<file path="src/rx_intf_pkg.sv">
// Shared widths and types; ADC halves keep I in the low 16 bits and stream words are 64 bits.
`default_nettype none

package rx_intf_pkg;

    // sample path
    localparam int IQ_WIDTH     = 16;
    localparam int SAMPLE_WIDTH = 2 * IQ_WIDTH;
    localparam int ADC_WIDTH    = 2 * SAMPLE_WIDTH;
    localparam int GAIN_WIDTH   = 3;

    // packet capture
    localparam int WORD_WIDTH     = 64;
    localparam int BYTES_PER_WORD = WORD_WIDTH / 8;
    localparam int LEN_WIDTH      = 16;

    // FIFO depth must be a power of two
    localparam int FIFO_DEPTH     = 16;
    localparam int FIFO_CNT_WIDTH = $clog2(FIFO_DEPTH) + 1;

    typedef logic [IQ_WIDTH-1:0]       iq_t;
    // output sample is {I,Q} with I in the high half
    typedef logic [SAMPLE_WIDTH-1:0]   sample_t;
    // antenna 0 in the low half
    typedef logic [ADC_WIDTH-1:0]      adc_word_t;
    typedef logic [WORD_WIDTH-1:0]     word_t;
    typedef logic [LEN_WIDTH-1:0]      pkt_len_t;
    typedef logic [7:0]                rate_t;
    typedef logic [FIFO_CNT_WIDTH-1:0] fifo_cnt_t;
    typedef logic [GAIN_WIDTH-1:0]     gain_t;

endpackage

`default_nettype wire

</file>
<file path="src/fifo_wr_if.sv">
// Write side of the stream FIFO; one write per cycle with wr_en high and free_cnt in words.
`timescale 1ns/1ps
`default_nettype none

interface fifo_wr_if;
    import rx_intf_pkg::*;

    logic      wr_en;
    word_t     wr_data;
    logic      wr_last;
    fifo_cnt_t free_cnt;

    // framer side
    modport master (
        output wr_en,
        output wr_data,
        output wr_last,
        input  free_cnt
    );

    modport fifo (
        input  wr_en,
        input  wr_data,
        input  wr_last,
        output free_cnt
    );

endinterface

`default_nettype wire

</file>
<file path="src/adc_sample_sel.sv">
// Gain wraps to 16 bits with no saturation; mute clears antenna 0 after any swap.
`timescale 1ns/1ps
`default_nettype none

module adc_sample_sel (
    input  logic                   clk,
    input  logic                   arst_n,
    input  rx_intf_pkg::adc_word_t adc_data,
    input  logic                   adc_valid,
    input  logic                   ant_swap,
    input  logic                   mute_ant0,
    input  rx_intf_pkg::gain_t     bb_gain,
    output rx_intf_pkg::sample_t   sample0,
    output rx_intf_pkg::sample_t   sample1,
    output logic                   sample_strobe
);
    import rx_intf_pkg::*;

    adc_word_t ant_swapped;
    adc_word_t ant_sel;

    function automatic iq_t apply_gain(input iq_t value, input gain_t shift);
        return iq_t'(value << shift);
    endfunction

    // antenna halves trade places
    assign ant_swapped = ant_swap ?
        {adc_data[SAMPLE_WIDTH-1:0], adc_data[ADC_WIDTH-1:SAMPLE_WIDTH]} : adc_data;

    assign ant_sel = mute_ant0 ?
        {ant_swapped[ADC_WIDTH-1:SAMPLE_WIDTH], {SAMPLE_WIDTH{1'b0}}} : ant_swapped;

    always_ff @(posedge clk or negedge arst_n)
    begin
        if (!arst_n)
            sample_strobe <= 1'b0;
        else
            sample_strobe <= adc_valid;
    end

    // reorder each antenna to {I,Q} on the way out
    always_ff @(posedge clk)
    begin
        if (adc_valid)
        begin
            sample0 <= {apply_gain(ant_sel[IQ_WIDTH-1:0], bb_gain),
                        apply_gain(ant_sel[2*IQ_WIDTH-1:IQ_WIDTH], bb_gain)};
            sample1 <= {apply_gain(ant_sel[3*IQ_WIDTH-1:2*IQ_WIDTH], bb_gain),
                        apply_gain(ant_sel[4*IQ_WIDTH-1:3*IQ_WIDTH], bb_gain)};
        end
    end

endmodule

`default_nettype wire

</file>
<file path="src/byte_to_word.sv">
// pkt_len is held through the packet; bytes past pkt_len are dropped and fcs never meets a byte.
`timescale 1ns/1ps
`default_nettype none

module byte_to_word (
    input  logic                  clk,
    input  logic                  arst_n,
    input  logic [7:0]            byte_in,
    input  logic                  byte_in_strobe,
    input  logic                  sig_strobe,
    input  rx_intf_pkg::pkt_len_t pkt_len,
    input  logic                  fcs_in_strobe,
    input  logic                  fcs_ok,
    output rx_intf_pkg::word_t    word_out,
    output logic                  word_strobe,
    output logic                  word_is_status
);
    import rx_intf_pkg::*;

    localparam int LANE_WIDTH = $clog2(BYTES_PER_WORD);

    pkt_len_t              byte_cnt;
    logic [15:0]           seq_num;
    word_t                 acc;
    word_t                 acc_next;
    logic [LANE_WIDTH-1:0] lane;
    logic                  byte_take;
    logic                  word_done;

    assign lane = byte_cnt[LANE_WIDTH-1:0];

    // the framer reserves space for pkt_len bytes only
    assign byte_take = byte_in_strobe && (byte_cnt < pkt_len);

    // lane 7 filled or last byte of the packet
    assign word_done = (lane == LANE_WIDTH'(BYTES_PER_WORD - 1)) ||
                       (byte_cnt == pkt_len - 1'b1);

    always_comb
    begin
        // a fresh word starts with all lanes zero
        acc_next = (lane == '0) ? '0 : acc;
        acc_next[lane*8 +: 8] = byte_in;
    end

    always_ff @(posedge clk or negedge arst_n)
    begin
        if (!arst_n)
        begin
            byte_cnt       <= '0;
            seq_num        <= '0;
            word_strobe    <= 1'b0;
            word_is_status <= 1'b0;
        end
        else
        begin
            word_strobe    <= 1'b0;
            word_is_status <= 1'b0;

            if (sig_strobe)
                byte_cnt <= '0;
            else if (byte_take)
                byte_cnt <= byte_cnt + 1'b1;

            // sequence advances on every packet end, admitted or not
            if (fcs_in_strobe)
            begin
                seq_num        <= seq_num + 1'b1;
                word_strobe    <= 1'b1;
                word_is_status <= 1'b1;
            end
            else if (byte_take && word_done)
            begin
                word_strobe <= 1'b1;
            end
        end
    end

    always_ff @(posedge clk)
    begin
        if (byte_take)
            acc <= acc_next;

        if (fcs_in_strobe)
            word_out <= word_t'({seq_num, 15'd0, fcs_ok});
        else if (byte_take && word_done)
            word_out <= acc_next;
    end

endmodule

`default_nettype wire

</file>
<file path="src/pkt_framer.sv">
// A new valid header never arrives in the same cycle as a word strobe of the previous packet.
`timescale 1ns/1ps
`default_nettype none

module pkt_framer (
    input  logic                  clk,
    input  logic                  arst_n,
    input  logic                  sig_valid,
    input  rx_intf_pkg::pkt_len_t pkt_len,
    input  rx_intf_pkg::rate_t    pkt_rate,
    input  logic                  ht_sgi,
    input  rx_intf_pkg::word_t    word_in,
    input  logic                  word_strobe,
    input  logic                  word_is_status,
    fifo_wr_if.master             fifo,
    output logic                  rx_pkt_intr,
    output logic                  pkt_drop
);
    import rx_intf_pkg::*;

    typedef enum logic [1:0] {
        ST_IDLE,
        ST_ACCEPT,
        ST_DISCARD
    } state_t;

    state_t             state;
    logic [LEN_WIDTH:0] words_needed;
    logic [LEN_WIDTH:0] space_avail;
    logic               admit;
    logic               wr_en_q;
    word_t              wr_data_q;
    logic               wr_last_q;

    // header + ceil(len/8) data words + status
    assign words_needed = (({1'b0, pkt_len} + (LEN_WIDTH+1)'(BYTES_PER_WORD - 1))
                           >> $clog2(BYTES_PER_WORD)) + (LEN_WIDTH+1)'(2);

    // status write of the previous packet may still be in flight
    assign space_avail = (LEN_WIDTH+1)'(fifo.free_cnt) - (LEN_WIDTH+1)'(wr_en_q);
    assign admit       = (space_avail >= words_needed);

    assign fifo.wr_en   = wr_en_q;
    assign fifo.wr_data = wr_data_q;
    assign fifo.wr_last = wr_last_q;

    always_ff @(posedge clk or negedge arst_n)
    begin
        if (!arst_n)
        begin
            state       <= ST_IDLE;
            wr_en_q     <= 1'b0;
            rx_pkt_intr <= 1'b0;
            pkt_drop    <= 1'b0;
        end
        else
        begin
            wr_en_q     <= 1'b0;
            rx_pkt_intr <= 1'b0;
            pkt_drop    <= 1'b0;

            if (sig_valid)
            begin
                if (admit)
                begin
                    wr_en_q <= 1'b1;
                    state   <= ST_ACCEPT;
                end
                else
                begin
                    pkt_drop <= 1'b1;
                    state    <= ST_DISCARD;
                end
            end
            else if (word_strobe)
            begin
                case (state)
                    ST_ACCEPT:
                    begin
                        wr_en_q <= 1'b1;
                        if (word_is_status)
                        begin
                            rx_pkt_intr <= 1'b1;
                            state       <= ST_IDLE;
                        end
                    end
                    // swallow words up to the status word
                    ST_DISCARD:
                    begin
                        if (word_is_status)
                            state <= ST_IDLE;
                    end
                    default:
                    begin
                        state <= ST_IDLE;
                    end
                endcase
            end
        end
    end

    always_ff @(posedge clk)
    begin
        if (sig_valid)
        begin
            wr_data_q <= word_t'({ht_sgi, pkt_rate, pkt_len});
            wr_last_q <= 1'b0;
        end
        else if (word_strobe)
        begin
            wr_data_q <= word_in;
            wr_last_q <= word_is_status;
        end
    end

endmodule

`default_nettype wire

</file>
<file path="src/stream_fifo.sv">
// DEPTH must be a power of two; writes to a full FIFO are ignored.
`timescale 1ns/1ps
`default_nettype none

module stream_fifo #(
    parameter int DEPTH = rx_intf_pkg::FIFO_DEPTH
) (
    input  logic               clk,
    input  logic               arst_n,
    fifo_wr_if.fifo            wr,
    output logic               m_axis_tvalid,
    output rx_intf_pkg::word_t m_axis_tdata,
    output logic               m_axis_tlast,
    input  logic               m_axis_tready
);
    import rx_intf_pkg::*;

    localparam int ADDR_WIDTH = $clog2(DEPTH);

    word_t                 mem_data [DEPTH];
    logic                  mem_last [DEPTH];
    logic [ADDR_WIDTH-1:0] wr_ptr;
    logic [ADDR_WIDTH-1:0] rd_ptr;
    logic [ADDR_WIDTH:0]   level;
    logic                  do_wr;
    logic                  do_rd;

    assign do_wr = wr.wr_en && (level != (ADDR_WIDTH+1)'(DEPTH));
    assign do_rd = m_axis_tvalid && m_axis_tready;

    // first word falls through to the stream port
    assign m_axis_tvalid = (level != '0);
    assign m_axis_tdata  = mem_data[rd_ptr];
    assign m_axis_tlast  = mem_last[rd_ptr];

    assign wr.free_cnt = fifo_cnt_t'((ADDR_WIDTH+1)'(DEPTH) - level);

    always_ff @(posedge clk or negedge arst_n)
    begin
        if (!arst_n)
        begin
            wr_ptr <= '0;
            rd_ptr <= '0;
            level  <= '0;
        end
        else
        begin
            // pointers wrap on their own
            if (do_wr)
                wr_ptr <= wr_ptr + 1'b1;
            if (do_rd)
                rd_ptr <= rd_ptr + 1'b1;
            level <= level + do_wr - do_rd;
        end
    end

    always_ff @(posedge clk)
    begin
        if (do_wr)
        begin
            mem_data[wr_ptr] <= wr.wr_data;
            mem_last[wr_ptr] <= wr.wr_last;
        end
    end

endmodule

`default_nettype wire

</file>
<file path="src/rx_intf.sv">
// Single clock for ADC and demodulator; config inputs are static levels and the demodulator never stalls.
`timescale 1ns/1ps
`default_nettype none

module rx_intf (
    input  logic                   clk,
    input  logic                   arst_n,

    // ADC side
    input  rx_intf_pkg::adc_word_t adc_data,
    input  logic                   adc_valid,
    input  logic                   ant_swap,
    input  logic                   mute_ant0,
    input  rx_intf_pkg::gain_t     bb_gain,

    // to demodulator
    output rx_intf_pkg::sample_t   sample0,
    output rx_intf_pkg::sample_t   sample1,
    output logic                   sample_strobe,

    // from demodulator
    input  logic                   pkt_header_valid,
    input  logic                   pkt_header_valid_strobe,
    input  rx_intf_pkg::rate_t     pkt_rate,
    input  rx_intf_pkg::pkt_len_t  pkt_len,
    input  logic                   ht_sgi,
    input  logic [7:0]             byte_in,
    input  logic                   byte_in_strobe,
    input  logic                   fcs_in_strobe,
    input  logic                   fcs_ok,

    output logic                   rx_pkt_intr,
    output logic                   pkt_drop,

    // AXI-Stream master
    output logic                   m_axis_tvalid,
    output rx_intf_pkg::word_t     m_axis_tdata,
    output logic                   m_axis_tlast,
    input  logic                   m_axis_tready
);
    import rx_intf_pkg::*;

    logic  sig_valid;
    word_t word;
    logic  word_strobe;
    logic  word_is_status;

    fifo_wr_if wr_bus ();

    // invalid headers are ignored by the framer
    assign sig_valid = pkt_header_valid_strobe & pkt_header_valid;

    adc_sample_sel adc_sample_sel_i (
        .clk           (clk),
        .arst_n        (arst_n),
        .adc_data      (adc_data),
        .adc_valid     (adc_valid),
        .ant_swap      (ant_swap),
        .mute_ant0     (mute_ant0),
        .bb_gain       (bb_gain),
        .sample0       (sample0),
        .sample1       (sample1),
        .sample_strobe (sample_strobe)
    );

    byte_to_word byte_to_word_i (
        .clk            (clk),
        .arst_n         (arst_n),
        .byte_in        (byte_in),
        .byte_in_strobe (byte_in_strobe),
        .sig_strobe     (pkt_header_valid_strobe),
        .pkt_len        (pkt_len),
        .fcs_in_strobe  (fcs_in_strobe),
        .fcs_ok         (fcs_ok),
        .word_out       (word),
        .word_strobe    (word_strobe),
        .word_is_status (word_is_status)
    );

    pkt_framer pkt_framer_i (
        .clk            (clk),
        .arst_n         (arst_n),
        .sig_valid      (sig_valid),
        .pkt_len        (pkt_len),
        .pkt_rate       (pkt_rate),
        .ht_sgi         (ht_sgi),
        .word_in        (word),
        .word_strobe    (word_strobe),
        .word_is_status (word_is_status),
        .fifo           (wr_bus.master),
        .rx_pkt_intr    (rx_pkt_intr),
        .pkt_drop       (pkt_drop)
    );

    stream_fifo stream_fifo_i (
        .clk           (clk),
        .arst_n        (arst_n),
        .wr            (wr_bus.fifo),
        .m_axis_tvalid (m_axis_tvalid),
        .m_axis_tdata  (m_axis_tdata),
        .m_axis_tlast  (m_axis_tlast),
        .m_axis_tready (m_axis_tready)
    );

endmodule

`default_nettype wire

</file>
<file path="config.mk">
export PLATFORM = sky130hd
export DESIGN_NAME = rx_intf
export DESIGN_NICKNAME = d
export VERILOG_FILES = /design/src/rx_intf_pkg.sv /design/src/fifo_wr_if.sv /design/src/adc_sample_sel.sv /design/src/byte_to_word.sv /design/src/pkt_framer.sv /design/src/stream_fifo.sv /design/src/rx_intf.sv
export SDC_FILE = /design/constraint.sdc
export NUM_CORES = 2
export LEC_CHECK = 0
export BUFFER_PORTS_ARGS = -buffer_cell sky130_fd_sc_hd__buf_2
export CELL_PAD_IN_SITES_DETAIL_PLACEMENT = 0
export CELL_PAD_IN_SITES_GLOBAL_PLACEMENT = 1
export CORE_AREA = 2 2 319 321
export CTS_CLUSTER_SIZE = 14
export DETAILED_ROUTE_END_ITERATION = 10
export DIE_AREA = 0 0 321 323
export PLACE_DENSITY = 0.88
export SLEW_MARGIN = 40
export SYNTH_ARGS = -nofsm -noshare
export SYNTH_HDL_FRONTEND = slang
export SYNTH_HIERARCHICAL = 1
export SYNTH_SLANG_ARGS = --single-unit
</file>
<file path="constraint.sdc">
create_clock -name clk -period 10.9 [get_ports clk]
set_input_delay 0 -clock clk [delete_from_list [all_inputs] [get_ports clk]]
set_output_delay 0 -clock clk [all_outputs]
set_load 0.05 [all_outputs]
</file>
==> flow_summary_export.csv <==
group,metric,value,unit
job,drv_cap,0,
clock_tree,root_buffer,"clkbuf_16",
yosys,syn_nets,3408,
global_routing,antenna_found_initial,11,
timing,tightest_slew,0.908,ns
placed_design,port_buffers,243,
critical_path,crit_required,11.49,ns
pwr,leakage,23.1,nW
critical_path,arrival,5.00,ns
drt,drt-total-wl,147000,µm
timing,post-route-min-period,4.40,ns
yosys,avgSynthCellArea,17.8,µm²
yosys,synth-edff-count,1210,
pwr,power,14.7,mW
drt,drtIter0Drc,4135,
yosys,yosysTopAreaCell,"edfxtp_1",
timing,fmax,227,MHz
yosys,ys_ff_latch,1350,
global_routing,gr-total-overflow,0,
critical_path,crit_family,"simple AND/OR/NAND/NOR gates",
pwr,power_density,223,nW/µm²
drt,routed_via_density,6.54,
finish,final_nets,3797,
global_routing,grt_max_degree,94,
pwr,ir_drop,172,µV
critical_path,critPathMaxStageDelay,0.79,ns
global_routing,grt_pass1_vias,33412,
timing,hold_viol,0,
die,die_w,321,µm
die,die-area,104000,µm²
finish,drive_gt1_frac,0.244,
clock_tree,clk_latency,0.74,ns
die,die_height,323,µm
timing,slew_headroom,0.394,
clock_tree,cts_tree,"yes",
critical_path,slowest_stage,"dfrtp_1",
yosys,synthArstFlopShare,0.0393,
yosys,netlist_instances,3241,
clock_tree,cts.sinks,1350,
yosys,synth_ff_type,"edfxtp_1",
drt,wl_per_cell,29.1,µm
placed_design,gp_congestion,0.856,
timing,setup_viol_count_final,0,
timing,fin_crit_sh,0.404,
yosys,ys_seq_area_frac,0.685,
drt,drtAntennaViolNets,0,
global_routing,gr-usage-all-layers,0.285,
critical_path,path_buf_inv,2,
die,start_util,0.571,
placed_design,post-place-ws,6.68,ns
critical_path,end_kind,"register",
critical_path,cp_cell_sequence,"inv_1 > ha_1 > a211oi_1 > o211ai_1 > a2111oi_2 > nand4_2 > nand2_2 > a32o_1 > dlygate4sd3_1",
critical_path,startpoint_type,"register",
yosys,yosysWarnings,6,
outcome,status,"completed",
clock_tree,post_cts_buffers,0,
clock_tree,clockBufferDepth,3,
timing,rsz0062_at_grt,"false",
die,fp-row-count,117,
placed_design,dp_hpwl,81200,µm
clock_tree,cts.reportedPaths.clkPinSlew,0.06,ns
timing,fin_setup_tns,0,ns
yosys,synthTopCellsByArea,"edfxtp_1 (63%), mux4_2 (13%), mux2i_1 (3.4%), dfxtp_1 (3.0%), dfrtp_1 (2.3%)",
global_routing,grt_pass1_wl,217000,µm
drt,vias,33033,
drt,drt_first_pass_iters,6,
die,ioPinCount,244,
drt,drcViolationCount,0,
clock_tree,cts_resized,0,
die,fp.coreArea,101000,µm²
yosys,synth_area,57600,µm²
timing,layout_setup_ws,6.50,ns
worst_hold_path,hp-class,"in2reg",
timing,maxSlewViolCount,0,
timing,fin_worst_skew,0.0253,ns
clock_tree,ctsHtreeMaxLevel,4,
critical_path,crit_path_max_fanout,24,
finish,area_growth,14.5,%
critical_path,critical_path_class,"reg2reg",
yosys,synthDistinctLibCells,83,
clock_tree,numCtsBuffers,135,
yosys,yosysTopAreaCellShare,0.631,
-- cell type report --
class,instances,area (µm²)
Timing Repair Buffer,458,3420
Clock buffer,185,3760
Fill cell,6559,34800
Antenna cell,7,17.5
Clock inverter,54,513
Sequential cell,1350,39400
Tap cell,1309,1640
Inverter,59,224
Multi-Input combinational cell,1626,16900
-- placed cells by master (no fill, tap or decap), types with 33 or more instances in the layout --
cell type         n
dfxtp_1          87
buf_2           241
clkbuf_16       141
inv_1            54
ha_1             53
nand3_1          51
edfxtp_1       1210
mux2i_1         193
dlygate4sd3_1   155
nand2_1         158
o221ai_1         37
a22oi_1         150
a21oi_1          33
clkbuf_1         37
xnor2_1          33
nor3_1           36
mux4_2          328
dfrtp_1          50
and3_1           42
mux2_2           37
nor2_1          129
-- worst paths after layout --
check	end	depth (start not counted)	slack [ns]	from
setup / recovery	byte_to_word_i/word_out[0]$_DFFE_PP_	9	6.50	byte_to_word_i/byte_cnt[0]$_DFFE_PN0P_
hold / removal	adc_sample_sel_i/sample1[9]$_DFFE_PP_	4	0.04	adc_data[52]
setup reg to reg	byte_to_word_i/word_out[0]$_DFFE_PP_	9	6.50	byte_to_word_i/byte_cnt[0]$_DFFE_PN0P_
hold reg to reg	pkt_framer_i/fifo.wr_data[30]$_SDFFE_PP0P_	2	0.48	byte_to_word_i/word_out[30]$_DFFE_PP_
max in group asynchronous	stream_fifo_i/rd_ptr[1]$_DFFE_PN0P_	4	9.98	arst_n
min in group asynchronous	adc_sample_sel_i/sample_strobe$_DFF_PN0_	4	0.42	arst_n
-- synth_stat cells, types with 4 or more instances --
library cell	count
o21ai_1	9
nand2b_1	11
mux4_2	328
inv_1	56
mux2_1	8
a22oi_1	150
buf_6	30
edfxtp_1	1210
o211ai_1	5
nand4_1	19
buf_4	17
or4_1	9
o31ai_1	24
xor2_1	26
a211oi_1	19
nor3_1	41
clkbuf_1	101
and2_1	7
a22o_1	8
o22ai_1	11
nor2b_1	22
nor2_1	143
buf_2	45
and3_1	43
a21oi_1	33
nor4_1	4
nand3_1	52
nand3b_1	4
mux2_2	37
or3_1	7
o21ai_0	29
nand2_1	159
nor3b_1	4
ha_1	55
a211o_1	19
dfrtp_1	53
mux2i_1	193
a32oi_1	4
buf_1	8
xnor2_1	33
dfxtp_1	87
a32o_1	17
or2_2	4
o221ai_1	37
-- registers in the layout, indices dropped and copies added, names as in the netlist, 2 cells and up --
name                       count
stream_fifo_i/mem_last        16
stream_fifo_i/rd_ptr           4
stream_fifo_i/wr_ptr           4
adc_sample_sel_i/sample1      32
byte_to_word_i/word_out       64
adc_sample_sel_i/sample0      32
stream_fifo_i/level            5
pkt_framer_i/state             2
pkt_framer_i/fifo.wr_data     64
byte_to_word_i/acc            64
byte_to_word_i/seq_num        16
stream_fifo_i/mem_data      1024
byte_to_word_i/byte_cnt       16
-- what timing repair did --
| action | in CTS | in global routing |
|---|---|---|
| endpoints found under the setup margin | 0 | 0 |
| hold buffers | 155 | 0 |
| endpoints found under the hold margin | 265 | 0 |
-- metrics by stage --
step | cell area, µm² | hold WS (ns) | util | instances
floorplan | 57600 | -0.296 | - | 3241
global route | 65900 | 0.0384 | 0.654 | 5046
detailed placement | 60000 | 0.195 | 0.596 | 4645
global placement | 59700 | 0.187 | 0.593 | 4634
finish | 65900 | 0.0442 | 0.654 | 5048
CTS | 65800 | 0.00143 | 0.654 | 5039
-- worst register-to-register path, cell delays in order, from the launching register on --
cell and delay, ns:
dfrtp_1 0.79, inv_1 0.27, ha_1 0.35, a211oi_1 0.22, o211ai_1 0.16, a2111oi_2 0.46
nand4_2 0.62, nand2_2 0.62, a32o_1 0.24, dlygate4sd3_1 0.54
-- layer usage --
metal | part of all wire | vias to the layer above | track usage
met1 | 0.38 | 16792 | 0.393
li1 | - | 13979 | -
met2 | 0.48 | 1949 | 0.458
met3 | 0.10 | 313 | 0.0552
met4 | 0.036 | 0 | 0.104
met5 | 0 | - | 0
-- cell families (layout without fill, tap and decap cells) --
kind of cell,Yosys count,in the layout,synth area share
compound gates,395,395,0.0524
other cells,1,8,0.0000652
xor+xnor,59,59,0.00898
mux,566,566,0.171
buf+inv,265,756,0.0245
flops,1350,1350,0.685
simple gates,549,549,0.0464
fa+ha+maj,56,56,0.0123
-- power breakdown --
group          internal, mW  switching [mW]  total [mW]
logic                  1.52            2.73        4.25
clock network          2.61            1.91        4.52
registers              5.73           0.175        5.91
total                  9.86            4.81        14.7
No activity file was read; power rests on OpenSTA's default activity.
